<file path="config.mk">
export PLATFORM = sky130hd
export DESIGN_NAME = mem_decode
export DESIGN_NICKNAME = d
export VERILOG_FILES = /design/src/verilog/aq_bus_pkg.sv /design/src/verilog/mem_decode.sv
export SDC_FILE = /design/constraint.sdc
export NUM_CORES = 1
export LEC_CHECK = 0
export ABC_AREA = 0
export BUFFER_PORTS_ARGS = -buffer_cell sky130_fd_sc_hd__buf_2
export CAP_MARGIN = 5
export CORE_AREA = 2 2 39 41
export DETAILED_ROUTE_END_ITERATION = 16
export DIE_AREA = 0 0 41 43
export PLACE_DENSITY = 0.48
export REMOVE_ABC_BUFFERS = 1
export SLEW_MARGIN = 20
export SYNTH_ARGS = -nofsm -noshare
export SYNTH_HDL_FRONTEND = slang
export SYNTH_SLANG_ARGS = --single-unit
</file>
<file path="constraint.sdc">
create_clock -name vclk -period 1.1
set_clock_uncertainty 0.1 [all_clocks]
set_input_delay 0.165 -clock vclk [all_inputs]
set_output_delay 0.165 -clock vclk [all_outputs]
set_load 0.05 [all_outputs]
</file>
<file path="src/verilog/aq_bus_pkg.sv">
package aq_bus_pkg;

    //////////////////////////////////////////////////
    // Bus widths
    //////////////////////////////////////////////////
    localparam int addr_w      = 16;
    localparam int data_w      = 8;
    localparam int tram_addr_w = 11;    // 2 KB text RAM
    localparam int ba_w        = 5;     // External bank address

    //////////////////////////////////////////////////
    // I/O port map
    //////////////////////////////////////////////////
    localparam logic [7:0] io_bank0    = 8'hF0;
    localparam logic [7:0] io_bank1    = 8'hF1;
    localparam logic [7:0] io_bank2    = 8'hF2;
    localparam logic [7:0] io_bank3    = 8'hF3;
    localparam logic [7:0] io_cassette = 8'hFC;
    localparam logic [7:0] io_printer  = 8'hFE;
    localparam logic [7:0] io_keyboard = 8'hFF;    // Read only

    // Paging state out of reset
    localparam logic [7:0] bank0_reset = 8'hC0;             // Page 0 with ro and overlay
    localparam logic [7:0] bank1_reset = {2'b00, 6'd33};
    localparam logic [7:0] bank2_reset = {2'b00, 6'd34};
    localparam logic [7:0] bank3_reset = {2'b00, 6'd19};

    // Overlay blocks, matched against address bits 13:11
    localparam logic [2:0] tram_block   = 3'd6;    // $3000-$37FF
    localparam logic [2:0] sysram_block = 3'd7;    // $3800-$3FFF

    // Page ranges
    localparam logic [5:0] rom_page_last  = 6'd15;
    localparam logic [5:0] ram_page_first = 6'd32;

    typedef struct packed {
        logic       ro;         // Write protect
        logic       overlay;    // Text RAM and system RAM overlay
        logic [5:0] page;       // 16 KB page number
    } bank_fields_t;

    // Same byte, raw for the bus and split for the decoder
    typedef union packed {
        logic [data_w-1:0] raw;
        bank_fields_t      fields;
    } bank_reg_t;

endpackage

</file>
<file path="src/verilog/mem_decode.sv">
`timescale 1ns/100ps

module mem_decode (
    input  logic [aq_bus_pkg::addr_w-1:0] bus_a,
    input  logic                          bus_mreq_n,
    input  logic                          bus_wr_n,
    input  aq_bus_pkg::bank_reg_t         bank,
    output logic                          tram_sel,
    output logic                          ram_ce_n,
    output logic                          rom_ce_n,
    output logic                          ram_rom_we_n,
    output logic [aq_bus_pkg::ba_w-1:0]   ba
);

    logic       mreq;
    logic       ro;
    logic       overlay;
    logic [5:0] page;
    logic       sel_sysram;
    logic       allow_ext;      // Paged access to external memory
    logic       sel_rom;
    logic       sel_ram;
    logic       we;

    assign mreq    = !bus_mreq_n;
    assign ro      = bank.fields.ro;
    assign overlay = bank.fields.overlay;
    assign page    = bank.fields.page;

    //////////////////////////////////////////////////
    // Overlay in the 2 KB blocks at $3000 and $3800
    //////////////////////////////////////////////////
    assign tram_sel   = mreq && overlay && bus_a[13:11] == aq_bus_pkg::tram_block;
    assign sel_sysram = mreq && overlay && bus_a[13:11] == aq_bus_pkg::sysram_block;

    // Writes to a protected page go nowhere
    assign allow_ext = mreq && !tram_sel && !sel_sysram && (bus_wr_n || !ro);

    //////////////////////////////////////////////////
    // External chip selects
    //////////////////////////////////////////////////
    assign sel_rom = allow_ext && page <= aq_bus_pkg::rom_page_last;
    assign sel_ram = (allow_ext && page >= aq_bus_pkg::ram_page_first) || sel_sysram;

    // Pages 16-31 select neither chip
    assign rom_ce_n = !sel_rom;
    assign ram_ce_n = !sel_ram;

    // System RAM ignores the ro bit
    assign we           = !bus_wr_n && (sel_sysram || ((sel_ram || sel_rom) && !ro));
    assign ram_rom_we_n = !we;

    // System RAM lives at the bottom of the RAM chip
    assign ba = sel_sysram ? '0 : page[aq_bus_pkg::ba_w-1:0];

endmodule

</file>
# Word level (Yosys, flattened, before mapping)
# Index checks and enable logic that the tools add are counted.
[word_totals]
register_bits = 0
inputBits = 26
output_inout_bits = 9
[op_classes]
eq_ne = 2
order_cmp = 2
reduce_logical = 22
muxes = 1
[ops]
columns = ["cell", "count"]
rows = [
  ["$logic_and A1 B1 Y1", 10],
  ["$logic_not A1 Y1", 8],
  ["$eq A3 B3 Y1 const B", 2],
  ["$ge A6 B6 Y1 const B", 1],
  ["$le A6 B4 Y1 const B", 1],
  ["$mux W5", 1],
  ["$logic_or A1 B1 Y1", 4],
]

# Longest topological paths before layout
[depth]
depth_word = 14
depth_mapped = 3
ltp_nobuf = 3

# Worst setup path after synthesis
# Ideal clock, no wire load.
[synth_path]
path_type = "input -> output"
start = "input bus_a[13] (netlist bit)"
end = "output tram_sel"
path_stages = 2
setup_slack_ps = -512
arrival_ps = 1347
n_path_buf = 0
required_time_ps = 835
path_cell_list = "nand3_2 > nor3_1"
[synth_between]
elab_chain_cells = 2
[synth_rtl]
columns = ["element", "line", "text"]
rows = [
  ["from (decl)", "mem_decode.sv:4", "input logic [aq_bus_pkg::addr_w-1:0] bus_a,"],
  ["$eq A3 B3 Y1", "mem_decode.sv:33", "assign tram_sel = mreq && overlay && bus_a[13:11] == aq_bus_pkg::tram_block;"],
  ["$logic_and A1 B1 Y1", "mem_decode.sv:33", ""],
  ["to (decl)", "mem_decode.sv:8", "output logic tram_sel,"],
]
# Every way passes these cells.

# Final worst setup path
[layout_path]
start = "input bus_wr_n"
end = "output ram_ce_n"
[layout_between]
elab_chain_cells = 5
[layout_rtl]
columns = ["element", "line", "text"]
rows = [
  ["from (decl)", "mem_decode.sv:6", "input logic bus_wr_n,"],
  ["$logic_or A1 B1 Y1", "mem_decode.sv:37", "assign allow_ext = mreq && !tram_sel && !sel_sysram && (bus_wr_n || !ro);"],
  ["$logic_and A1 B1 Y1", "mem_decode.sv:37", ""],
  ["$logic_and A1 B1 Y1", "mem_decode.sv:43", "assign sel_ram = (allow_ext && page >= aq_bus_pkg::ram_page_first) || sel_sysram;"],
  ["$logic_or A1 B1 Y1", "mem_decode.sv:43", ""],
  ["$logic_not A1 Y1", "mem_decode.sv:47", "assign ram_ce_n = !sel_ram;"],
  ["to (decl)", "mem_decode.sv:9", "output logic ram_ce_n,"],
]
# Every way passes these cells.

==> summary.md <==
### GRT
• **first-pass GRT wire length** 641 µm
• **GRT Residual Overflow** 0
• **pin count of the biggest net entering global routing** 7
• **vias in the first global route** 173
• **antenna violations before repair** 0
• **global-route usage over all layers** 0.0480

### Final layout
• **FF/Latch Area** 0 µm²
• **count of sequential standard cells** 0
• **post-synthesis to final-layout area growth** 179%
• **layout cells sized above 1** 0.641
• **number of inserted diodes** 0
• **number of nets in the layout** 67
• **area occupied by multi-input gates** 130 µm²
• **Clock Buffer Count** 0
• **fill count** 154

### Yosys
• **count of warnings emitted by yosys** 0
• **sequential area share after synthesis** 0
• **Unique masters post-synth** 11
• **most repeated cell in the gate-level netlist after synthesis** sky130_fd_sc_hd__nor2b_1
• **most instantiated cells after synthesis** 6 x sky130_fd_sc_hd__nor2b_1, 2 x sky130_fd_sc_hd__nor2_1
• **library cell occupying the most area in the post-synthesis netlist** sky130_fd_sc_hd__nor2b_1
• **cell types with the largest area share after synthesis** sky130_fd_sc_hd__nor2b_1 33%, sky130_fd_sc_hd__nor3b_4 16%, sky130_fd_sc_hd__nand3_2 8.7%
• **cells after synthesis** 17
• **Post-Syn Area** 115 µm²
• **portion of synthesized cell area occupied by the leading cell type** 0.326
• **post-synthesis average cell area** 6.77 µm²

### Floorplanning
• **area of the die** 1760 µm²
• **floorplan die height** 43 µm
• **core outline area** 1380 µm²
• **die span in x** 41 µm
• **Row Count** 14
• **count of pins on the block boundary** 35
• **Starting Density** 0.0832

### Worst setup path
• **worst path buffer plus inverter count** 2
• **startpoint-to-endpoint class of the critical path** input port to output pin
• **slowest cell on the critical path** sky130_fd_sc_hd__buf_4
• **gate family responsible for the most delay along the worst path** buffers and inverters
• **Critical Path Stages** 5
• **Worst Path Arrival** 0.89 ns
• **kind of start point of the critical path** input port
• **required time reported for the critical path endpoint** 0.83 ns
• **kind of end point of the critical path** output pin
• **CP cell instances** buf_2 > nand2b_4 > and3b_1 > a21oi_1 > buf_4
• **start point of the critical path** bus_wr_n
• **delay contributed by the slowest stage of the critical path** 0.21 ns
• **Max FO, Critical Path** 2

### Clock network
• **hold-fix buffers at CTS** 0

### Hold path
• **start point of the worst hold path** bank[5]
• **Hold EP** ram_ce_n
• **cell depth of the worst min-delay path** 3
• **worst min-delay path class** input port to output pin

### Timing
• **least setup slack across all paths after layout** -0.0586 ns
• **count of pins over their slew limit** 0
• **period utilization** 1.05
• **Worst-Margin Slew** 0.271 ns
• **highest attainable clock frequency** 863 MHz
• **Max-Slew Margin vs Limit** 0.819
• **setup repair after global routing missed its margin** yes
• **Final setup viols** 7
• **post-route minimum period** 1.16 ns
• **Fin. Hold Viols** 0

### Route
• **remaining antenna violation count after routing** 0
• **DR vias/cell** 3.64
• **Residual DRC** 0
• **sum of routed wire length over all layers** 428 µm
• **overall via count from detail_route** 200
• **average wire per cell in the routed design** 7.78 µm
• **initial drt markers** 0
• **Initial DRT Pass Iterations** 1

### Placement
• **weighted congestion at the end of routability-driven global placement** 0.638
• **Port Buffers** 22
• **worst setup timing slack at the placement stage** -0.177 ns

### Pwr
• **ratio of total power to cell area** 502 nW/µm²
• **post-layout power** 161 µW
• **largest voltage drop on the vdd net** 0.000128 V
• **leakage power** 0.000156 µW

### Outcome
• **violations in the final reports** negative setup slack
• **status** finished with violations

### Flow run
• **MaxCap Viol Count** 0

## layout by cell type (no fill, tap or decap)
| master | Yosys | routed |
|---|---|---|
| sky130_fd_sc_hd__nand3_4 | 0 | 1 |
| sky130_fd_sc_hd__a21oi_1 | 1 | 1 |
| sky130_fd_sc_hd__o211ai_1 | 1 | 1 |
| sky130_fd_sc_hd__nor3b_4 | 1 | 1 |
| sky130_fd_sc_hd__buf_4 | 0 | 2 |
| sky130_fd_sc_hd__nor3_1 | 1 | 1 |
| sky130_fd_sc_hd__nand2_1 | 1 | 1 |
| sky130_fd_sc_hd__nor2b_1 | 6 | 6 |
| sky130_fd_sc_hd__buf_6 | 0 | 9 |
| sky130_fd_sc_hd__nand2b_4 | 0 | 1 |
| sky130_fd_sc_hd__o21ai_0 | 1 | 1 |
| sky130_fd_sc_hd__buf_2 | 0 | 11 |
| sky130_fd_sc_hd__nor2_1 | 2 | 2 |
| sky130_fd_sc_hd__and3b_1 | 1 | 1 |
## worst max-delay path by stage
stage | to | slack (ns)
floorplan | tram_sel | -0.51
global placement | ram_ce_n | -0.17
detailed placement | ba[1] | -0.18
CTS | ba[1] | -0.06
global route | ram_ce_n | -0.13
finish | ram_ce_n | -0.06
## cell families (layout without fill, tap and decap cells)
kind of cell | count (synthesis) | in the layout | synth area share
AND/OR/NAND/NOR | 14 | 14 | 0.848
AO/OA/AOI/OAI | 3 | 3 | 0.152
buffers and inverters | 0 | 22 | 0
## routing by layer
metal  share of wire  global-route usage  vias up  wire, µm
met5               0                   0        -         0
met4               0                   0        0         0
met3            0.13                   0        0        54
met2            0.50              0.0938       14       215
met1            0.37              0.0570       82       157
li1                -                   -      104         -
## metrics by stage
step / cell area, µm² / utilization / hold WS (ns) / setup TNS, ns / cells
2_1_floorplan: 115 / - / 0.410 / -2.21 / 17
3_3_place_gp: 245 / 0.177 / 0.581 / -1.09 / 55
3_5_place_dp: 245 / 0.177 / 0.583 / -1.12 / 55
4_1_cts: 318 / 0.230 / 0.573 / -0.360 / 55
5_1_grt: 322 / 0.232 / 0.594 / -0.773 / 55
6_report: 322 / 0.232 / 0.575 / -0.303 / 55
## timing repair
action / 4_1_cts / 5_1_grt
gates resized for setup: 18 / 1
setup buffers: 0 / 0
pin swaps: 4 / 0
endpoints found under the setup margin: 9 / 8
## where the power goes
part | leakage (µW) | switching [µW] | internal, µW
Sequential | 0 | 0 | 0
Combinational | 0.000156 | 93.4 | 68.0
Clock | 0 | 0 | 0
## cell type report
class	count	area share
multi-input combinational	17	0.405
tap	16	0.0623
timing repair buffer	22	0.533
Note: power is estimated with default switching activity, not from simulation.
