`src/verilog/aq_bus_pkg.sv`:
```
package aq_bus_pkg;

    //////////////////////////////////////////////////
    // Bus widths
    //////////////////////////////////////////////////
    localparam int addr_w      = 16;
    localparam int data_w      = 8;
    localparam int tram_addr_w = 11;    // 2 KB text RAM
    localparam int ba_w        = 5;     // External bank address

    //////////////////////////////////////////////////
    // I/O port map
    //////////////////////////////////////////////////
    localparam logic [7:0] io_bank0    = 8'hF0;
    localparam logic [7:0] io_bank1    = 8'hF1;
    localparam logic [7:0] io_bank2    = 8'hF2;
    localparam logic [7:0] io_bank3    = 8'hF3;
    localparam logic [7:0] io_cassette = 8'hFC;
    localparam logic [7:0] io_printer  = 8'hFE;
    localparam logic [7:0] io_keyboard = 8'hFF;    // Read only

    // Paging state out of reset
    localparam logic [7:0] bank0_reset = 8'hC0;             // Page 0 with ro and overlay
    localparam logic [7:0] bank1_reset = {2'b00, 6'd33};
    localparam logic [7:0] bank2_reset = {2'b00, 6'd34};
    localparam logic [7:0] bank3_reset = {2'b00, 6'd19};

    // Overlay blocks, matched against address bits 13:11
    localparam logic [2:0] tram_block   = 3'd6;    // $3000-$37FF
    localparam logic [2:0] sysram_block = 3'd7;    // $3800-$3FFF

    // Page ranges
    localparam logic [5:0] rom_page_last  = 6'd15;
    localparam logic [5:0] ram_page_first = 6'd32;

    typedef struct packed {
        logic       ro;         // Write protect
        logic       overlay;    // Text RAM and system RAM overlay
        logic [5:0] page;       // 16 KB page number
    } bank_fields_t;

    // Same byte, raw for the bus and split for the decoder
    typedef union packed {
        logic [data_w-1:0] raw;
        bank_fields_t      fields;
    } bank_reg_t;

endpackage

```
`src/verilog/bus_sync.sv`:
```
`timescale 1ns/100ps

module bus_sync (
    input  logic                          sysclk,
    input  logic                          reset,
    input  logic                          bus_rd_n,
    input  logic                          bus_wr_n,
    input  logic [aq_bus_pkg::data_w-1:0] bus_wrdata,
    output logic                          bus_read,
    output logic                          bus_write,
    output logic [aq_bus_pkg::data_w-1:0] wrdata
);

    logic [2:0] rd_n_r;     // Stage 0 is the synchroniser
    logic [2:0] wr_n_r;

    always_ff @(posedge sysclk or posedge reset) begin
        if (reset) begin
            rd_n_r <= 3'b111;   // Strobes idle high
            wr_n_r <= 3'b111;
        end else begin
            rd_n_r <= {rd_n_r[1:0], bus_rd_n};
            wr_n_r <= {wr_n_r[1:0], bus_wr_n};
        end
    end

    // One pulse per falling strobe
    assign bus_read  = rd_n_r[2:1] == 2'b10;
    assign bus_write = wr_n_r[2:1] == 2'b10;

    // Keep the newest byte while the CPU drives it
    always_ff @(posedge sysclk) begin
        if (!bus_wr_n) begin
            wrdata <= bus_wrdata;
        end
    end

endmodule

```
`config.mk`:
```
export PLATFORM = sky130hd
export DESIGN_NAME = bus_sync
export DESIGN_NICKNAME = d
export VERILOG_FILES = /design/src/verilog/aq_bus_pkg.sv /design/src/verilog/bus_sync.sv
export SDC_FILE = /design/constraint.sdc
export NUM_CORES = 1
export LEC_CHECK = 0
export BUFFER_PORTS_ARGS = -buffer_cell sky130_fd_sc_hd__buf_2
export CELL_PAD_IN_SITES_DETAIL_PLACEMENT = 0
export CELL_PAD_IN_SITES_GLOBAL_PLACEMENT = 2
export CORE_UTILIZATION = 25
export CTS_CLUSTER_SIZE = 8
export DETAILED_ROUTE_END_ITERATION = 10
export PLACE_DENSITY = 0.75
export REMOVE_ABC_BUFFERS = 1
export SYNTH_ARGS = -nofsm -noshare
export SYNTH_HDL_FRONTEND = slang
export SYNTH_SLANG_ARGS = --single-unit
```
`constraint.sdc`:
```
create_clock -name sysclk -period 0.8 [get_ports sysclk]
set_clock_uncertainty 0.15 [all_clocks]
set_input_delay 0.16 -clock sysclk [delete_from_list [all_inputs] [get_ports sysclk]]
set_output_delay 0.16 -clock sysclk [all_outputs]
set_load 0.005 [all_outputs]
```
Word level (Yosys, flattened, before mapping)
Cells that the tools add are included.

Bits in registers: 14. Input port bits: 12. Output and inout bits: 10. Word-level logic and storage cells: 5.

Eq/ne operators: 2.

Operator list (count): 2-bit equality test (second input constant) (2).

Logic depth before layout (Yosys ltp)
Gate-level depths: netlist (run 1).

Word-level depth: 1. Gate-level depth with buffers: 1. Depth with buffers taken out: 1.

Worst setup path before layout (run 1)
No wires, ideal clock.

Kind: reg2out. Start point: register rd_n_r[2]. End point: output bus_read. Arrival: 0.612 ns. Setup slack: -0.122 ns. Stages on the path, launching flop included: 2. Cells stage by stage: dfstp_2 nor2b_4.

Cells in the longest elaborated chain, start to end: 1.

RTL lines: start, declared (line bus_sync.sv:14) `logic [2:0] rd_n_r;`; start signal, assigned (line bus_sync.sv:22) `rd_n_r <= {rd_n_r[1:0], bus_rd_n};`; 2-bit equality test (line bus_sync.sv:28) `assign bus_read = rd_n_r[2:1] == 2'b10;`; end, declared (line bus_sync.sv:9) `output logic bus_read,`.

No other way between the ends.

Final worst setup path (run 1)
Ends and elaborated chain as after synthesis.

==> run_results.csv, run 1 <==
group,metric,value,unit
placed_design,placed_cells,56,
detailed_routing,wl_per_cell,10.65,um
job,maxCapViolations,0,
grt,grt-ovfl-total,0,
sta,hold_viol,9,
synth,synthTopCellsByArea,"edfxtp_1, dfstp_2, nor2b_4",
finish,seqCellArea,397.9,sq um
cts,htree_num_levels,1,
finish,final_area,611.8,sq um
sta,max_freq,762.2,MHz
detailed_routing,dr.first_iter.drc_count,1,
cts,clkLatencyLatePin,0.27,ns
floorplan,start_util,27.77,%
detailed_routing,drt-total-wl,660,um
floorplan,dieArea,1902,sq um
cts,root_buffer,"clkbuf_4",
cts,path_clk_slew,0.08,ns
synth,yosys_warnings,0,
finish,synthToLayoutAreaGrowth,41.33,%
hold_path,min_path_type,"input pin to flop",
finish,nets,59,
sta,fin_crit_sh,164.0,%
sta,relSlewSlack,81.10,%
finish,stdcell_count,62,
synth,syn-cell-area,432.9,sq um
grt,grt_pass1_wl,1041,um
sta,setup_viol,10,
cts,clock_path_buffers,2,
grt,grt_use_met1,8.130,%
placed_design,dpl_cell_area,565.5,sq um
pwr,total_power,1.332,mW
floorplan,coreArea,1559,sq um
hold_path,min_delay_path_depth,1,
grt,grt.total_usage,8.516,%
sta,fin_crit,1.312,ns
synth,avgSynthCellArea,24.05,sq um
synth,ys_types,4,
detailed_routing,ant_nets,0,
sta,worst_pin_slew,0.2832,ns
floorplan,row_count,14,
sta,holdWs,-0.09343,ns
placed_design,pre_cts_slack,-0.2237,ns
synth,synth_seq_cells,14,
setup_path,rr_worst_depth,0,
cts,numClockSinks,14,
grt,busiest_layer,"met2",
finish,final_util,39.25,%
finish,fillers,139,
sta,rsz0062_at_grt,"true",
cts,holdBufCountCts,2,
cts,cts_resized,0,
cts,cts_tree,"yes",
grt,gr-usage-met3,8.333,%
setup_path,cp.arrival,1.00,ns
placed_design,gp_congestion,0.6599,
finish,layout-drive-gt1-share,71.74,%
floorplan,die_h,43.62,um
sta,setup-tns-final,-3.258,ns
synth,yosys.area.top_type_share,55.49,%
pwr,vdd.ir_drop.worst,0.001376,V
cts,cts_inserted_buffers,3,
detailed_routing,drc,1,
grt,grt_pass1_vias,255,
placed_design,io_buffers,21,
pwr,leakage,0.2794,nW
detailed_routing,vias_per_cell,3.968,
sta,layout_setup_ws,-0.5119,ns
setup_path,critPathKind,"flop to output pin",
pwr,p_per_area,2178,nW/um^2
floorplan,io_pins,22,
grt,grt_util_met2,13.13,%
setup_path,regToRegSetupSlack,0.04,ns
grt,grt_max_degree,9,
setup_path,startpoint_type,"flop",
synth,synth_cells,18,
grt,antenna_found_initial,0,
setup_path,worstSetupEndpointType,"output pin",
sta,maxSlewViolCount,0,
finish,multi_input_area,27.53,sq um
synth,yosysSeqAreaShare,91.91,%
setup_path,worstPathRequired,0.49,ns
run_status,outcome,"finished, violations left",
detailed_routing,num_vias,246,
synth,synth_top_area_cell,"edfxtp_1",
floorplan,dieWidth,43.62,um
run_status,violations,"DRC, hold timing, setup timing",
setup_path,cp_max_fo,1,
detailed_routing,drt_first_pass_iters,6,
finish,n_antenna_cell,0,
==> critical path: stages (launching register included) <==
cell,delay (ns)
dfstp_2,0.52
nor2b_4,0.11
buf_2,0.10
==> area by class of cell <==
| cell class | instances | share of cell area [%] |
|---|---|---|
| clock inverter | 1 | 0.6135 |
| clock buffer | 3 | 3.681 |
| timing repair buffer | 24 | 21.68 |
| sequential | 14 | 65.03 |
| multi-input combinational | 2 | 4.499 |
| inverter | 2 | 1.227 |
| tap | 16 | 3.272 |
==> power by group <==
part / switching, mW / total (mW) / internal, mW
clock network: 0.208 / 0.389 / 0.181
logic: 0.0409 / 0.101 / 0.0597
registers: 0.0148 / 0.843 / 0.828
==> synthesized netlist by cell type <==
library cell  instances
dfstp_2               6
edfxtp_1              8
inv_1                 2
nor2b_4               2
==> layer usage <==
| metal | wire length, um | part of all wire [%] |
|---|---|---|
| met4 | 0 | 0 |
| met2 | 339 | 51 |
| met5 | 0 | 0 |
| met1 | 230 | 35 |
| met3 | 90 | 14 |
==> final timing paths <==
check | from | endpoint
max | rd_n_r[2] | bus_read
min | bus_wrdata[1] | wrdata[1]
max reg2reg | rd_n_r[1] | rd_n_r[2]
min reg2reg | wr_n_r[0] | wr_n_r[1]
max in group asynchronous | reset | wr_n_r[2]
min in group asynchronous | reset | wr_n_r[0]
==> state kept, by name, indices dropped and copies added (netlist names) <==
signal / count
wr_n_r: 3
rd_n_r: 3
wrdata: 8
==> cell families (layout without fill, tap and decap cells) <==
family / Yosys count / after routing / share of synthesized area (%)
flops: 14 / 14 / 91.91
simple gates: 2 / 2 / 6.359
buf+inv: 2 / 30 / 1.735
==> repair_timing <==
item                                   in CTS  in global routing
endpoints found under the hold margin      16                  9
setup endpoints to repair                  10                 10
setup buffers                               0                  0
==> layout by cell type, fill, tap and decap left out <==
cell | netlist | layout
inv_1 | 2 | 2
edfxtp_1 | 8 | 8
clkbuf_4 | 0 | 3
dfstp_2 | 6 | 6
buf_2 | 0 | 21
dlygate4sd3_1 | 0 | 2
buf_4 | 0 | 1
nor2b_4 | 2 | 2
clkinv_1 | 0 | 1
Power figures use the tool's default switching activity.
==> run 2: changes to the inputs <==
Settings changed: MAX_ROUTING_LAYER from default to met4.
==> run_results.csv, run 2 (synthesized netlist as in run 1, its figures left out) <==
group,metric,value,unit
run_status,outcome,"finished, violations left",
run_status,violations,"DRC, hold timing, setup timing",
cts,path_clk_slew,0.08,ns
sta,layout_setup_ws,-0.5121,ns
cts,clock_path_buffers,2,
pwr,combPwrFrac,7.6,%
pwr,total_power,1.333,mW
pwr,p_per_area,2178,nW/um^2
detailed_routing,drc,1,
placed_design,gp_congestion,0.6660,
detailed_routing,dr.first_iter.drc_count,1,
floorplan,dieWidth,43.62,um
pwr,pwr-share-seq,63.3,%
sta,holdWs,-0.09358,ns
pwr,sw_frac_of_total,19.83,%
finish,n_antenna_cell,0,
finish,synthToLayoutAreaGrowth,41.33,%
setup_path,startpoint_type,"flop",
cts,numClockSinks,14,
sta,hold_viol,9,
hold_path,min_path_type,"input pin to flop",
pwr,p_sw,0.2643,mW
cts,root_buffer,"clkbuf_4",
floorplan,dieArea,1902,sq um
cts,cts_inserted_buffers,3,
setup_path,worstPathRequired,0.49,ns
job,maxCapViolations,0,
detailed_routing,drt_first_pass_iters,6,
pwr,clkPwrFrac,29.2,%
grt,grt_max_degree,9,
pwr,leakage,0.2794,nW
setup_path,r2r-start,"rd_n_r[1]",
finish,reg.largest.list,"wrdata (8), rd_n_r (3), wr_n_r (3)",
grt,grt-ovfl-total,0,
grt,grt_pass1_vias,254,
finish,top_register,"wrdata",
grt,antenna_found_initial,0,
cts,htree_num_levels,1,
cts,cts_tree,"yes",
detailed_routing,vias_per_cell,4.000,
finish,nets,59,
floorplan,coreArea,1559,sq um
sta,relSlewSlack,81.08,%
hold_path,min_from,"bus_wrdata[1]",
pwr,vdd.ir_drop.worst,0.001376,V
cts,cts_resized,0,
setup_path,worstSetupEndpointType,"output pin",
setup_path,critPathKind,"flop to output pin",
placed_design,io_buffers,21,
grt,grt_pass1_wl,1041,um
pwr,p_int,1.068,mW
sta,fin_crit_sh,164.0,%
finish,final_cell_mix,"buf_2, edfxtp_1, dfstp_2",
floorplan,io_pins,22,
sta,fin_crit,1.312,ns
setup_path,startpoint,"rd_n_r[2]",
detailed_routing,num_vias,248,
detailed_routing,ant_nets,0,
sta,max_freq,762.2,MHz
sta,worst_pin_slew,0.2834,ns
grt,grt.total_usage,8.786,%
detailed_routing,wl_per_cell,10.68,um
finish,final_util,39.25,%
cts,clkLatencyLatePin,0.27,ns
sta,setup_viol,10,
floorplan,die_h,43.62,um
finish,largest_reg_flops,8,
floorplan,start_util,27.77,%
finish,final_common_cell,"buf_2",
floorplan,row_count,14,
sta,maxSlewViolCount,0,
detailed_routing,drt-total-wl,662,um
sta,rsz0062_at_grt,"true",
cts,holdBufCountCts,2,
finish,layout-drive-gt1-share,71.74,%
setup_path,cp_max_fo,1,
setup_path,cp.arrival,1.00,ns
[run 2: timing repair]
item                                    4_1_cts  5_1_grt
endpoints found under the setup margin       10       10
setup buffers                                 0        0
pin swaps                                     0        0
hold endpoints to repair                     16        9
[run 2: final timing paths]
| check | end | slack, ns | cells past startpoint |
|---|---|---|---|
| setup / recovery | bus_read | -0.51 | 2 |
| hold / removal | wrdata[1] | -0.09 | 1 |
| setup reg to reg | rd_n_r[2] | 0.04 | 0 |
| hold reg to reg | wr_n_r[1] | 0.21 | 0 |
| max in group asynchronous | wr_n_r[2] | 0.07 | 3 |
| min in group asynchronous | wr_n_r[0] | 0.41 | 3 |
[run 2: critical path: stages, from the launching register on]
cell and delay [ns]:
dfstp_2 0.52, nor2b_4 0.11, buf_2 0.10
[run 2: area by class of cell]
type | count | area [sq um]
Sequential cell | 14 | 397.9
Multi-Input combinational cell | 2 | 27.53
Clock inverter | 1 | 3.754
Inverter | 2 | 7.507
Timing Repair Buffer | 24 | 132.6
Tap cell | 16 | 20.02
Fill cell | 139 | 947.2
Clock buffer | 3 | 22.52
[run 2: power by group through the flow]
stage / logic [mW] / clock network (mW) / registers (mW)
2_1_floorplan: 0.0205 / 0 / 0.862
3_3_place_gp: 0.0940 / 0 / 0.857
3_5_place_dp: 0.0958 / 0 / 0.859
4_1_cts: 0.104 / 0.410 / 0.845
5_1_grt: 0.109 / 0.448 / 0.849
6_report: 0.101 / 0.389 / 0.843
[run 2: layer usage]
layer | up-vias | track usage (%) | share of wire, %
met4 | 0 | 1.875 | 0
met1 | 115 | 8.672 | 37
met3 | 0 | 7.500 | 12
li1 | 115 | - | -
met2 | 18 | 13.13 | 51
met5 | - | - | 0
[run 2: metrics by stage]
step / setup WS (ns) / TNS (ns) / cells / area [sq um]
after detailed placement: -0.2237 / -1.957 / 56 / 565.5
after floorplan: -0.1218 / -0.2729 / 18 / 432.9
final: -0.5121 / -3.263 / 62 / 611.8
after global routing: -0.5589 / -3.736 / 62 / 611.8
after global placement: -0.2150 / -1.816 / 56 / 565.5
after CTS: -0.5318 / -3.424 / 62 / 611.8
==> run 3: changes to the inputs <==
Settings changed: CTS_BUF_LIST from default to sky130_fd_sc_hd__clkbuf_16, SETUP_SLACK_MARGIN from default to 0.05.
Clock period 0.8 ns to 1.2 ns, I/O delays scaled along.
==> run_results.csv, run 3 (synthesized netlist as in run 1, its figures left out) <==
group,metric,value,unit
sta,hold_viol,0,
pwr,p_per_area,1874,nW/um^2
finish,fillers,147,
detailed_routing,drt_first_pass_iters,6,
hold_path,min_from,"bus_wrdata[6]",
grt,grt_pass1_wl,1035,um
run_status,outcome,"finished, violations left",
placed_design,io_buffers,21,
setup_path,r2r-start,"wr_n_r[1]",
finish,largest_reg_flops,8,
setup_path,startpoint_type,"flop",
detailed_routing,wl_per_cell,10.23,um
sta,fin_crit_sh,113.0,%
cts,path_clk_slew,0.04,ns
cts,cts_inserted_buffers,3,
setup_path,cp_max_fo,1,
sta,worst_pin_slew,0.2823,ns
finish,stdcell_count,62,
placed_design,dp_hpwl,481.5,um
placed_design,gp_congestion,0.6544,
grt,grt-ovfl-total,0,
floorplan,die_h,43.62,um
finish,reg.largest.list,"wrdata (8), rd_n_r (3), wr_n_r (3)",
placed_design,placed_cells,55,
grt,gr-usage-met3,6.250,%
detailed_routing,drt-total-wl,634,um
finish,final_common_cell,"buf_2",
floorplan,start_util,27.77,%
finish,nets,59,
detailed_routing,ant_nets,0,
sta,relSlewSlack,81.16,%
run_status,violations,"DRC, setup timing",
setup_path,worstPathRequired,0.81,ns
sta,fin_crit,1.355,ns
finish,final_cell_mix,"buf_2, edfxtp_1, dfstp_2",
grt,grt_pass1_vias,230,
grt,grt_use_met1,8.333,%
hold_path,min_path_type,"input pin to flop",
grt,busiest_layer,"met2",
detailed_routing,num_vias,246,
floorplan,coreArea,1559,sq um
sta,maxSlewViolCount,0,
pwr,vdd.ir_drop.worst,0.0009762,V
grt,grt.total_usage,9.033,%
grt,antenna_found_initial,0,
cts,numClockSinks,14,
floorplan,dieArea,1902,sq um
detailed_routing,vias_per_cell,3.968,
sta,max_freq,737.8,MHz
floorplan,dieWidth,43.62,um
finish,n_antenna_cell,0,
detailed_routing,dr.first_iter.drc_count,2,
cts,clkLatencyLatePin,0.24,ns
sta,holdWs,0.02282,ns
setup_path,cp.arrival,0.97,ns
pwr,total_power,1.250,mW
finish,multi_input_area,27.53,sq um
cts,clock_path_buffers,2,
grt,grt_util_met2,12.54,%
cts,root_buffer,"clkbuf_16",
cts,postCtsSetupRepairBufs,0,
detailed_routing,drc,1,
placed_design,pre_cts_slack,0.09900,ns
setup_path,startpoint,"wr_n_r[2]",
pwr,leakage,0.3019,nW
finish,top_register,"wrdata",
finish,seqCellArea,397.9,sq um
cts,htree_num_levels,1,
floorplan,row_count,14,
floorplan,io_pins,22,
finish,layout-drive-gt1-share,69.57,%
cts,cts_tree,"yes",
setup_path,critPathKind,"flop to output pin",
job,maxCapViolations,0,
sta,setup_viol,2,
grt,grt_max_degree,9,
sta,rsz0062_at_grt,"true",
sta,layout_setup_ws,-0.1555,ns
finish,synthToLayoutAreaGrowth,54.05,%
setup_path,worstSetupEndpointType,"output pin",
## run 3: repair_timing
action | CTS | global route
setup endpoints to repair | 2 | 4
hold buffers | 3 | 0
endpoints found under the hold margin | 8 | 0
resized for setup | 0 | 0
cloned | 0 | 0
## run 3: final timing paths
kind                             end  slack (ns)  depth (start not counted)
max in group asynchronous  rd_n_r[2]        0.35                          3
hold / removal             wrdata[6]        0.02                          1
setup reg to reg           wr_n_r[2]        0.44                          0
hold reg to reg            wr_n_r[1]        0.20                          0
setup / recovery           bus_write       -0.16                          2
min in group asynchronous  wr_n_r[2]        0.53                          3
## run 3: routing by layer
layer  vias up  routed length, um
met5         -                  0
met4         0                 22
met3         5                 79
met2        17                303
met1       109                230
li1        115                  -
## run 3: cell type report
class | instances | share of cell area [%]
clock inverter | 1 | 0.5629
multi-input combinational | 2 | 4.128
tap | 16 | 3.002
timing repair buffer | 24 | 20.26
sequential | 14 | 59.66
inverter | 2 | 1.126
clock buffer | 3 | 11.26
## run 3: report_power, final
group          switching (mW)  internal [mW]
clock                   0.179          0.439
sequential            0.00983          0.555
combinational          0.0270         0.0399
## run 3: critical path: stages (launching register included)
cell and delay [ns]:
dfstp_2 0.51, nor2b_4 0.11, buf_2 0.11
## run 3: through the flow
step                      TNS, ns  instance area [sq um]  utilization, %
after floorplan                 0                  432.9               -
after global placement          0                  558.0           35.79
after detailed placement        0                  558.0           35.79
after CTS                 -0.3260                  666.9           42.78
after global routing      -0.3736                  666.9           42.78
final                     -0.3070                  666.9           42.78
