==> config.mk <==
export PLATFORM = sky130hd
export DESIGN_NAME = io_regs
export DESIGN_NICKNAME = d
export VERILOG_FILES = /design/src/verilog/aq_bus_pkg.sv /design/src/verilog/io_regs.sv
export SDC_FILE = /design/constraint.sdc
export NUM_CORES = 1
export LEC_CHECK = 0
export ABC_AREA = 0
export CELL_PAD_IN_SITES_DETAIL_PLACEMENT = 0
export CELL_PAD_IN_SITES_GLOBAL_PLACEMENT = 1
export CORE_ASPECT_RATIO = 1.2
export CORE_MARGIN = 5
export CORE_UTILIZATION = 40
export CTS_CLUSTER_SIZE = 25
export DETAILED_ROUTE_END_ITERATION = 7
export DONT_BUFFER_PORTS = 1
export PLACE_DENSITY = 0.75
export SETUP_SLACK_MARGIN = 0.02
export SLEW_MARGIN = 20
export SYNTH_ARGS = -nofsm -noshare
export SYNTH_HDL_FRONTEND = slang
export SYNTH_SLANG_ARGS = --single-unit
==> constraint.sdc <==
create_clock -name sysclk -period 1.8 [get_ports sysclk]
set_clock_uncertainty 0.05 [all_clocks]
set_input_delay 0.36 -clock sysclk [delete_from_list [all_inputs] [get_ports sysclk]]
set_output_delay 0.36 -clock sysclk [all_outputs]
set_load 0.02 [all_outputs]
==> src/verilog/aq_bus_pkg.sv <==
package aq_bus_pkg;

    //////////////////////////////////////////////////
    // Bus widths
    //////////////////////////////////////////////////
    localparam int addr_w      = 16;
    localparam int data_w      = 8;
    localparam int tram_addr_w = 11;    // 2 KB text RAM
    localparam int ba_w        = 5;     // External bank address

    //////////////////////////////////////////////////
    // I/O port map
    //////////////////////////////////////////////////
    localparam logic [7:0] io_bank0    = 8'hF0;
    localparam logic [7:0] io_bank1    = 8'hF1;
    localparam logic [7:0] io_bank2    = 8'hF2;
    localparam logic [7:0] io_bank3    = 8'hF3;
    localparam logic [7:0] io_cassette = 8'hFC;
    localparam logic [7:0] io_printer  = 8'hFE;
    localparam logic [7:0] io_keyboard = 8'hFF;    // Read only

    // Paging state out of reset
    localparam logic [7:0] bank0_reset = 8'hC0;             // Page 0 with ro and overlay
    localparam logic [7:0] bank1_reset = {2'b00, 6'd33};
    localparam logic [7:0] bank2_reset = {2'b00, 6'd34};
    localparam logic [7:0] bank3_reset = {2'b00, 6'd19};

    // Overlay blocks, matched against address bits 13:11
    localparam logic [2:0] tram_block   = 3'd6;    // $3000-$37FF
    localparam logic [2:0] sysram_block = 3'd7;    // $3800-$3FFF

    // Page ranges
    localparam logic [5:0] rom_page_last  = 6'd15;
    localparam logic [5:0] ram_page_first = 6'd32;

    typedef struct packed {
        logic       ro;         // Write protect
        logic       overlay;    // Text RAM and system RAM overlay
        logic [5:0] page;       // 16 KB page number
    } bank_fields_t;

    // Same byte, raw for the bus and split for the decoder
    typedef union packed {
        logic [data_w-1:0] raw;
        bank_fields_t      fields;
    } bank_reg_t;

endpackage

==> src/verilog/io_regs.sv <==
`timescale 1ns/100ps

module io_regs (
    input  logic                          sysclk,
    input  logic                          reset,
    input  logic [aq_bus_pkg::addr_w-1:0] bus_a,
    input  logic                          bus_iorq_n,
    input  logic                          bus_write,
    input  logic [aq_bus_pkg::data_w-1:0] wrdata,
    input  logic                          cassette_in,
    input  logic                          printer_in,
    input  logic [63:0]                   keys,         // Active low, byte i is row i
    output aq_bus_pkg::bank_reg_t         bank,
    output logic                          io_sel,
    output logic [aq_bus_pkg::data_w-1:0] io_rddata,
    output logic                          cassette_out,
    output logic                          printer_out
);

    logic                          iorq;
    logic [7:0]                    port;
    logic [3:0]                    sel_bank;
    logic                          sel_cassette;
    logic                          sel_printer;
    logic                          sel_keyboard;
    aq_bus_pkg::bank_reg_t         bank_r [4];
    logic [aq_bus_pkg::data_w-1:0] keyb_data;

    //////////////////////////////////////////////////
    // Port decode on the low address byte
    //////////////////////////////////////////////////
    assign iorq = !bus_iorq_n;
    assign port = bus_a[7:0];

    assign sel_bank[0]  = iorq && port == aq_bus_pkg::io_bank0;
    assign sel_bank[1]  = iorq && port == aq_bus_pkg::io_bank1;
    assign sel_bank[2]  = iorq && port == aq_bus_pkg::io_bank2;
    assign sel_bank[3]  = iorq && port == aq_bus_pkg::io_bank3;
    assign sel_cassette = iorq && port == aq_bus_pkg::io_cassette;
    assign sel_printer  = iorq && port == aq_bus_pkg::io_printer;
    assign sel_keyboard = iorq && port == aq_bus_pkg::io_keyboard;

    assign io_sel = (|sel_bank) || sel_cassette || sel_printer || sel_keyboard;

    //////////////////////////////////////////////////
    // Paging and port registers
    //////////////////////////////////////////////////
    always_ff @(posedge sysclk or posedge reset) begin
        if (reset) begin
            bank_r[0].raw <= aq_bus_pkg::bank0_reset;
            bank_r[1].raw <= aq_bus_pkg::bank1_reset;
            bank_r[2].raw <= aq_bus_pkg::bank2_reset;
            bank_r[3].raw <= aq_bus_pkg::bank3_reset;
            cassette_out  <= 1'b0;
            printer_out   <= 1'b0;
        end else if (bus_write) begin
            for (int i = 0; i < 4; i++) begin
                if (sel_bank[i]) begin
                    bank_r[i].raw <= wrdata;
                end
            end
            if (sel_cassette) begin
                cassette_out <= wrdata[0];
            end
            if (sel_printer) begin
                printer_out <= wrdata[0];
            end
        end
    end

    // Bank for the current 16 KB quarter
    assign bank = bank_r[bus_a[15:14]];

    //////////////////////////////////////////////////
    // Keyboard scan
    //////////////////////////////////////////////////
    // A low bit in A15-A8 enables that row
    always_comb begin
        keyb_data = '1;
        for (int i = 0; i < 8; i++) begin
            if (!bus_a[8 + i]) begin
                keyb_data = keyb_data & keys[8*i +: 8];
            end
        end
    end

    // Read data, qualified by io_sel in the top level
    always_comb begin
        case (port)
            aq_bus_pkg::io_bank0:    io_rddata = bank_r[0].raw;
            aq_bus_pkg::io_bank1:    io_rddata = bank_r[1].raw;
            aq_bus_pkg::io_bank2:    io_rddata = bank_r[2].raw;
            aq_bus_pkg::io_bank3:    io_rddata = bank_r[3].raw;
            aq_bus_pkg::io_cassette: io_rddata = {7'b0, cassette_in};
            aq_bus_pkg::io_printer:  io_rddata = {7'b0, printer_in};
            aq_bus_pkg::io_keyboard: io_rddata = keyb_data;
            default:                 io_rddata = '0;
        endcase
    end

endmodule

---- Word-level counts from Yosys, hierarchy flattened ----
Index checks and enable logic that the tools add are counted.
storage, ports and cells
  bits in registers ....................... 34
  bits in latches ......................... 0
  RAM bits ................................ 0
  ROM bits ................................ 0
  output and inout bits ................... 19
  memories kept ........................... 0
cells by class
  add/subtract/negate cells ............... 0
  multipliers ............................. 0
  divide/modulo/power cells ............... 0
  order comparisons ....................... 1
  eq/ne operators ......................... 7
  shifts and indexed selects .............. 0
  mux-type cells .......................... 12
  bitwise logic cells ..................... 8
  reductions and logical operators ........ 18
operators by type and width
  cell                number
  $mux 8              10
  $and 8x8->8         7
  $eq 8x8->1 const B  7
  $pmux 8 s7          1
  $bmux 8 s2          1
  $reduce_and 2->1    6
  $logic_and 1x1->1   7
  $reduce_or 4->1     1
  $ge 3x3->1 const B  1
  $logic_or 1x1->1    3
  $not 2->3           1
  $logic_not 1->1     1

---- Longest topological paths before layout ----
Gate-level depths: netlist (run 1).
  word-level depth ........................ 16
  gate-level depth with buffers ........... 6
  gate-level depth less buffers ........... 4

---- Worst setup path before layout (run 1) ----
No wires, ideal clock.
  path type ............................... input-to-output
  from .................................... input bus_a[1] (netlist bit)
  to ...................................... output io_rddata[0] (netlist bit)
  arrival time ............................ 1.489 ns
  data required time ...................... 1.390 ns
  slack ................................... -0.099 ns
  cell stages on the path ................. 5
  path buffers ............................ 2
  cells stage by stage .................... clkbuf_1 buf_2 nor3b_1 a21oi_1 o31ai_1
between the ends
  word-level cells in the longest chain between the ends .. 2
  elaborated cells between the ends (all ways) .. 8
  those cells by class .................... eq/ne (7); mux (1)
RTL lines
  item            line           text
  from (decl)     io_regs.sv:6   input logic [aq_bus_pkg::addr_w-1:0] bus_a,
  $eq 8x8->1      io_regs.sv:89  case (port)
  $pmux 8 s7 (*)  io_regs.sv:89
  to (decl)       io_regs.sv:15  output logic [aq_bus_pkg::data_w-1:0] io_rddata,
Mark *: on every way between the ends. The rest lies on a longest branch, timed or not.

---- Final worst setup path (run 1) ----
  from .................................... register bank_r[2] (netlist bit)
  to ...................................... output io_rddata[2] (netlist bit)
between the ends
  word-level cells in the longest chain between the ends .. 1
RTL lines
  item         line           text
  from (decl)  io_regs.sv:26  aq_bus_pkg::bank_reg_t bank_r [4];
  $pmux 8 s7   io_regs.sv:89
Every way passes these cells.

==> flow_summary.json, run 1 <==
{
  "status": "complete, but fails checks",
  "violations": "setup timing",
  "grt_pass1_wl_mm": 10.0,
  "fmax_mhz": 529,
  "layout.area.seq_um2": 862,
  "p_total_mw": 1.54,
  "synth-edff-count": 0,
  "coreArea_um2": 5300,
  "path_class": "flop to primary output",
  "htreeDepth": 2,
  "post-route-drc-count": 0,
  "die-width_um": 77.6,
  "reg2regPathDepth": 3,
  "syn_avg_cell_area_um2": 12.5,
  "initial_utilization_pct": 41.4,
  "synth.net_count": 269,
  "r2r-end": "bank_r[7]",
  "drv_cap": 0,
  "setup_ws_ns": -0.0890,
  "die_area_um2": 7060,
  "startpoint_type": "flop",
  "rrSetupSlack_ns": 0.78,
  "r2r_start": "bank_r[7]",
  "finish.instance_area_um2": 2570,
  "power.density_nw_per_um2": 600,
  "cp_max_fo": 2,
  "yosys_warnings": 0,
  "whs_ns": 0.00939,
  "final_hold_viol_count": 0,
  "rows": 29,
  "clk_pin_slew_ns": 0.07,
  "area_delta_synth_final_pct": 17.3,
  "die_y_um": 91.1,
  "yosysSeqAreaShare_pct": 39.3,
  "worst_pin_slew_ns": 0.472,
  "cts_buffers": 5,
  "fin_nets": 287,
  "grt_max_degree": 35,
  "finalMaxSlewViolations": 0,
  "synthArstFlopShare_pct": 100,
  "netlist_instances": 175,
  "root_buffer": "clkbuf_8",
  "grt_use_total_pct": 18.1,
  "clock-sinks": 34,
  "yosysUniqueCellTypes": 33,
  "placed_area_um2": 2240,
  "port_buffers": 0,
  "antenna_found_initial": 0,
  "fin_crit_sh_pct": 105,
  "gp_congestion": 0.847,
  "clk_latency_ns": 0.27,
  "vias": 1699,
  "final_common_cell": "mux2_2",
  "final_cell_mix": "mux2_2 (34), o22ai_1 (32), dfrtp_1 (25), buf_4 (21), mux4_2 (15)",
  "grt_pass1_vias": 1886,
  "wl_per_cell_um": 25.3,
  "hpwlAfterDp_mm": 4.98,
  "hold_path_class": "input pin to async pin",
  "end_kind": "primary output",
  "tns_ns": -0.467,
  "netlist_area_um2": 2190,
  "synth-seq-cells": 34,
  "tritoncts": "built",
  "fin_util_pct": 48.5,
  "rsz0062_at_grt": "yes",
  "ir_drop_mv": 0.329,
  "finalSetupViolations": 8,
  "ant_nets": 0,
  "wirelength_mm": 6.48,
  "diodes": 0,
  "multiInputGateArea_um2": 1310,
  "finalCriticalPeriod_ns": 1.89,
  "vias_per_cell": 6.64,
  "grt_overflow_total": 0,
  "power_leakage_nw": 1.14,
  "max_slew_margin_pct": 68.2,
  "cp.required_ns": 1.39,
  "drtIter0Drc": 49,
  "synthFlopType": "dfrtp_1",
  "pin_count": 113,
  "fillers": 460,
  "drive_above_1_share_pct": 55.7,
  "ctsLongestPathBuffers": 2,
  "dr.pass1.iters": 4,
  "cp.arrival_ns": 1.48
}
-- per-stage QoR --
stage / cells / setup slack [ns]
6_report: 256 / -0.0890
5_1_grt: 256 / -0.125
4_1_cts: 255 / -0.0812
3_5_place_dp: 228 / 0.103
3_3_place_gp: 228 / 0.154
2_1_floorplan: 175 / 0.0442
-- flip-flops by register name, summed over array words and instances (netlist names) --
name          count
printer_out       1
cassette_out      1
bank_r           32
-- worst max path at each step --
stage               slack (ns)  depth (start not counted)            to       from
CTS                      -0.08                          2  io_rddata[7]  bank_r[7]
finish                   -0.09                          2  io_rddata[2]  bank_r[2]
floorplan                 0.04                          5  io_rddata[7]  bus_a[14]
global route             -0.12                          2  io_rddata[7]  bank_r[7]
global placement          0.15                          4     bank_r[7]   bus_a[6]
detailed placement        0.10                          5    bank_r[18]   bus_a[6]
-- repair_timing --
action,4_1_cts,5_1_grt
hold buffers,0,0
setup buffers,19,1
endpoints found under the setup margin,8,12
gates resized for setup,15,5
pin swaps,9,2
-- layout make-up --
type | count | area share, %
Multi-Input combinational cell | 124 | 51.1
Sequential cell | 34 | 33.5
Timing Repair Buffer | 26 | 8.33
Clock buffer | 6 | 3.21
Tap cell | 62 | 3.02
Clock inverter | 2 | 0.487
Inverter | 2 | 0.292
-- cells by family after synthesis --
group	share of synthesized area, %
buffers and inverters	3.71
muxes	33.4
AOI/OAI and AO/OA	13.5
and+or+nand+nor	10.1
DFF	39.3
-- Yosys cell counts, types with 3 or more instances --
cell type | instances | area share [%]
mux2_2 | 34 | 17
o22ai_1 | 32 | 9.1
dfrtp_1 | 25 | 29
mux4_2 | 15 | 15
dfstp_2 | 9 | 11
nor4_1 | 8 | 2.3
a22o_1 | 7 | 2.8
buf_2 | 5 | 1.1
nor2_1 | 5 | 0.86
clkbuf_1 | 3 | 0.51
clkbuf_2 | 3 | 0.69
nand2_1 | 3 | 0.51
-- worst max-delay path, stage by stage (launching register included) --
cell and delay (ns):
dfrtp_1 0.39, mux4_2 0.51, a22o_4 0.30
-- report_power, final --
part / internal (mW) / switching, mW
logic: 0.101 / 0.0742
registers: 0.790 / 0.0137
clock network: 0.307 / 0.255
-- metal layers --
| layer | track usage, % | vias to the layer above | share of wire [%] |
|---|---|---|---|
| li1 | - | 744 | - |
| met1 | 18.3 | 846 | 34 |
| met2 | 33.4 | 98 | 55 |
| met3 | 6.93 | 11 | 9.5 |
| met4 | 6.16 | 0 | 1.7 |
| met5 | 0 | - | 0 |
Power figures use the tool's default switching activity.
==> run 2, diff against run 1 <==
==> constraint.sdc (replaced) <==
create_clock -name sysclk -period 1.8 [get_ports sysclk]
set_clock_uncertainty 0.05 [all_clocks]
set_input_delay 0.09 -clock sysclk [delete_from_list [all_inputs] [get_ports sysclk]]
set_output_delay 0.09 -clock sysclk [all_outputs]
set_load 0.02 [all_outputs]
==> flow_summary.json, run 2 (synthesis gave the netlist of run 1 again) <==
{
  "power_leakage_nw": 0.995,
  "grt_use_total_pct": 17.8,
  "coreArea_um2": 5300,
  "wirelength_mm": 6.31,
  "r2r-end": "cassette_out",
  "grt_pass1_vias": 1835,
  "top_register": "bank_r",
  "dp_worst_setup_slack_ns": 0.289,
  "hold_path_class": "input pin to flop",
  "port_buffers": 0,
  "finalCriticalPeriod_ns": 1.66,
  "pwr-share-seq_pct": 53.9,
  "pin_count": 113,
  "die-width_um": 77.6,
  "fmax_mhz": 602,
  "dr.pass1.iters": 4,
  "largest_reg_flops": 32,
  "grt_overflow_total": 0,
  "cp_num_buf_inv": 0,
  "rsz0062_at_grt": "no",
  "rows": 29,
  "fillers": 475,
  "die_area_um2": 7060,
  "fin_util_pct": 45.4,
  "vias_per_cell": 6.68,
  "worst_pin_slew_ns": 0.420,
  "startpoint_type": "flop",
  "ant_nets": 0,
  "final_common_cell": "mux2_2",
  "p_total_mw": 1.50,
  "combPwrFrac_pct": 11.5,
  "min_path_cells": 3,
  "vias": 1630,
  "setup_ws_ns": 0.140,
  "ctsResizeCount": 0,
  "wl_per_cell_um": 25.8,
  "rrSetupSlack_ns": 0.89,
  "final_cell_mix": "mux2_2 (34), o22ai_1 (32), dfrtp_1 (25), mux4_2 (15), dlygate4sd3_1 (10)",
  "area_delta_synth_final_pct": 9.77,
  "swShare_pct": 22.2,
  "tns_ns": 0,
  "gp_congestion": 0.918,
  "status": "complete, no violations",
  "pwr-share-clk_pct": 34.6,
  "fin_nets": 275,
  "slowest_stage": "mux4_2",
  "p_switching_uw": 333,
  "end_kind": "primary output",
  "ctsLongestPathBuffers": 2,
  "grt_pass1_wl_mm": 9.78,
  "reg2regPathDepth": 1,
  "path_class": "flop to primary output",
  "drive_above_1_share_pct": 41.2,
  "placed_area_um2": 2220,
  "initial_utilization_pct": 41.4,
  "path_cells": "mux4_2, a22o_1",
  "cp.required_ns": 1.66,
  "cpPeakStageDelay_ns": 0.50,
  "post-route-drc-count": 0,
  "clk_pin_slew_ns": 0.06,
  "final_hold_viol_count": 0,
  "finalSetupViolations": 0,
  "path_delay_family": "multiplexers",
  "tritoncts": "built",
  "drtIter0Drc": 80,
  "die_y_um": 91.1,
  "grt_max_degree": 35,
  "max_slew_margin_pct": 72.0,
  "htreeDepth": 2,
  "fin_crit_sh_pct": 92.2,
  "finalMaxSlewViolations": 0,
  "drv_cap": 0,
  "diodes": 0,
  "reg_top3": "bank_r x32, cassette_out x1, printer_out x1",
  "clk_latency_ns": 0.27,
  "ir_drop_mv": 0.311,
  "root_buffer": "clkbuf_8",
  "hpwlAfterDp_mm": 5.08,
  "cp.arrival_ns": 1.52,
  "cp_max_fo": 3,
  "r2r_start": "cassette_out",
  "clock-sinks": 34,
  "intPower_mw": 1.16,
  "hp-start": "bus_a[1]",
  "cts_buffers": 5,
  "antenna_found_initial": 0,
  "power.density_nw_per_um2": 622,
  "finish.instance_area_um2": 2400,
  "holdPathEnd": "cassette_out"
}
-- run 2: cell count changes in the layout (fill, tap and decap cells not counted), sizes merged --
cell         previous run  this run
buf                    26         4
dlygate4sd3             0        10
clkbuf                  6         8
clkinv                  1         0
clkinvlp                1         0
-- run 2: power groups by stage --
stage | sequential, mW | combinational, mW | clock, mW
final | 0.806 | 0.172 | 0.518
after global placement | 0.816 | 0.143 | 0
after global routing | 0.808 | 0.189 | 0.571
after floorplan | 0.813 | 0.164 | 0
after CTS | 0.806 | 0.174 | 0.527
after detailed placement | 0.819 | 0.149 | 0
-- run 2: final cells by class --
class / instances / area [µm²] / area share (%)
clock buffer: 8 / 80.1 / 3.33
multi-input combinational: 124 / 1250 / 51.9
sequential: 34 / 862 / 35.8
timing repair buffer: 14 / 130 / 5.41
inverter: 2 / 7.51 / 0.312
tap: 62 / 77.6 / 3.23
-- run 2: stage by stage --
step	instances	hold WS, ns
floorplan	175	0.175
global placement	226	0.0391
detailed placement	226	0.0570
CTS	244	0.0356
global route	244	0.0554
finish	244	0.0363
-- run 2: what timing repair did --
item / 4_1_cts / 5_1_grt
setup buffers: 0 / 0
hold endpoints to repair: 59 / 0
hold buffers: 10 / 0
-- run 2: layer usage --
metal,up-vias,share of wire (%),GRT usage [%]
met5,-,0,0
met4,0,1.6,6.02
met3,10,9.8,6.53
met2,100,55,33.5
met1,798,34,17.5
li1,722,-,-
-- run 2: worst max path at each step --
stage / startpoint / endpoint / slack, ns / depth (start not counted)
global placement: bus_a[6] / bank_r[2] / 0.34 / 4
detailed placement: bus_a[6] / bank_r[5] / 0.29 / 4
floorplan: bus_a[1] / io_rddata[0] / 0.44 / 5
CTS: bank_r[7] / io_rddata[7] / 0.15 / 2
finish: bank_r[7] / io_rddata[7] / 0.14 / 2
global route: bank_r[5] / io_rddata[5] / 0.11 / 2
==> run 3, diff against run 2 <==
--- a/config.mk
+++ b/config.mk
@@ -8,10 +8,9 @@
 export ABC_AREA = 0
 export CELL_PAD_IN_SITES_DETAIL_PLACEMENT = 0
 export CELL_PAD_IN_SITES_GLOBAL_PLACEMENT = 1
-export CORE_ASPECT_RATIO = 1.2
+export CORE_ASPECT_RATIO = 2
 export CORE_MARGIN = 5
 export CORE_UTILIZATION = 40
-export CTS_CLUSTER_SIZE = 25
 export DETAILED_ROUTE_END_ITERATION = 7
 export DONT_BUFFER_PORTS = 1
 export PLACE_DENSITY = 0.75
==> flow_summary.json, run 3 (synthesis gave the netlist of run 1 again) <==
{
  "min_path_cells": 3,
  "top_register": "bank_r",
  "drv_cap": 0,
  "antenna_found_initial": 0,
  "max_slew_margin_pct": 65.6,
  "reg_top3": "bank_r x32, cassette_out x1, printer_out x1",
  "cts_buffers": 5,
  "drtIter0Drc": 62,
  "status": "complete, no violations",
  "rows": 38,
  "combPwrFrac_pct": 10.4,
  "cp.arrival_ns": 1.51,
  "layout.area.seq_um2": 862,
  "largest_reg_flops": 32,
  "cp.required_ns": 1.66,
  "end_kind": "primary output",
  "grt_pass1_wl_mm": 10.4,
  "cpPeakStageDelay_ns": 0.50,
  "finalCriticalPeriod_ns": 1.65,
  "gp_congestion": 0.782,
  "swShare_pct": 20.4,
  "root_buffer": "clkbuf_8",
  "fmax_mhz": 606,
  "pwr-share-seq_pct": 48.2,
  "htreeDepth": 2,
  "final_cell_mix": "mux2_2 (34), o22ai_1 (32), dfrtp_1 (25), mux4_2 (15), dlygate4sd3_1 (10)",
  "fin_util_pct": 45.2,
  "power.density_nw_per_um2": 688,
  "vias_per_cell": 6.85,
  "drive_above_1_share_pct": 42.2,
  "area_delta_synth_final_pct": 10.9,
  "holdPathEnd": "cassette_out",
  "wirelength_mm": 6.36,
  "tritoncts": "built",
  "reg2regPathDepth": 1,
  "fillers": 500,
  "startpoint_type": "flop",
  "fin_crit_sh_pct": 91.7,
  "grt_max_degree": 35,
  "cts_setup_buffers": 0,
  "post-route-drc-count": 0,
  "die-width_um": 62.3,
  "finalSetupViolations": 0,
  "hp-start": "bus_a[0]",
  "finalMaxSlewViolations": 0,
  "grt_use_total_pct": 18.3,
  "r2r-end": "cassette_out",
  "dr.pass1.iters": 4,
  "clock-sinks": 34,
  "hpwlAfterDp_mm": 5.13,
  "ctsResizeCount": 0,
  "port_buffers": 0,
  "ir_drop_mv": 0.602,
  "pwr-share-clk_pct": 41.4,
  "grt_pass1_vias": 1902,
  "die_area_um2": 7150,
  "path_cells": "mux4_2, a22o_1",
  "ctsLongestPathBuffers": 2,
  "ant_nets": 0,
  "tns_ns": 0,
  "power_leakage_nw": 1.01,
  "rrSetupSlack_ns": 0.88,
  "wl_per_cell_um": 26.4,
  "multiInputGateArea_um2": 1250,
  "final_hold_viol_count": 0,
  "grt_overflow_total": 0,
  "initial_utilization_pct": 40.8,
  "clk_latency_ns": 0.28,
  "hold_path_class": "input pin to flop",
  "worst_pin_slew_ns": 0.514,
  "fin_nets": 274,
  "vias": 1651,
  "intPower_mw": 1.33,
  "slowest_stage": "mux4_2",
  "clk_pin_slew_ns": 0.06,
  "coreArea_um2": 5370,
  "pin_count": 113,
  "cp_max_fo": 3,
  "holdBufCountCts": 10,
  "path_class": "flop to primary output",
  "r2r_start": "cassette_out",
  "rsz0062_at_grt": "no",
  "p_switching_uw": 341,
  "die_y_um": 115,
  "final_common_cell": "mux2_2"
}
run 3: cell count changes in the layout (fill, tap and decap cells not counted):
cell	delta
clkbuf_8	+1
bufinv_16	+1
buf_4	-1
clkbuf_1	-3
diode_2	+1
run 3: per-layer routing:
metal | global-route usage, % | part of all wire (%)
met1 | 16.6 | 30
met4 | 9.21 | 3.4
met5 | 0 | 0
met3 | 7.47 | 9.6
met2 | 34.1 | 57
run 3: final cells by class:
class / count / share of cell area, %
sequential: 34 / 35.5
clock inverter: 1 / 1.24
tap: 60 / 3.09
timing repair buffer: 13 / 5.05
antenna: 1 / 0.103
multi-input combinational: 124 / 51.3
clock buffer: 6 / 3.40
inverter: 2 / 0.309
run 3: worst max path at each step:
stage / slack (ns) / to / start / cells past startpoint
final: 0.15 / io_rddata[2] / bank_r[2] / 2
after global routing: 0.11 / io_rddata[6] / bank_r[6] / 2
after CTS: 0.14 / io_rddata[2] / bank_r[2] / 2
after detailed placement: 0.35 / bank_r[10] / bus_a[6] / 5
after global placement: 0.42 / bank_r[7] / bus_a[6] / 4
after floorplan: 0.44 / io_rddata[0] / bus_a[1] / 5
run 3: power groups by stage:
stage	registers, mW	logic (mW)	clock network (mW)
final	0.806	0.173	0.692
after global routing	0.808	0.193	0.738
after CTS	0.806	0.176	0.717
after detailed placement	0.820	0.150	0
after global placement	0.817	0.144	0
after floorplan	0.813	0.164	0
run 3: per-stage QoR:
step | hold WS (ns) | instances | setup slack, ns | area, µm² | power (mW)
detailed placement | 0.0472 | 223 | 0.346 | 2210 | 0.970
global placement | 0.0301 | 223 | 0.417 | 2210 | 0.960
finish | 0.0432 | 241 | 0.150 | 2430 | 1.67
floorplan | 0.175 | 175 | 0.441 | 2190 | 0.977
global route | 0.0599 | 240 | 0.112 | 2430 | 1.74
CTS | 0.0369 | 240 | 0.135 | 2430 | 1.70
run 3: worst max-delay path, delay by kind of cell, from the launching register on:
| family | cells | cell delay, ns |
|---|---|---|
| multiplexers | 1 | 0.50 |
| flip-flops | 1 | 0.39 |
| AO/OA/AOI/OAI | 1 | 0.35 |
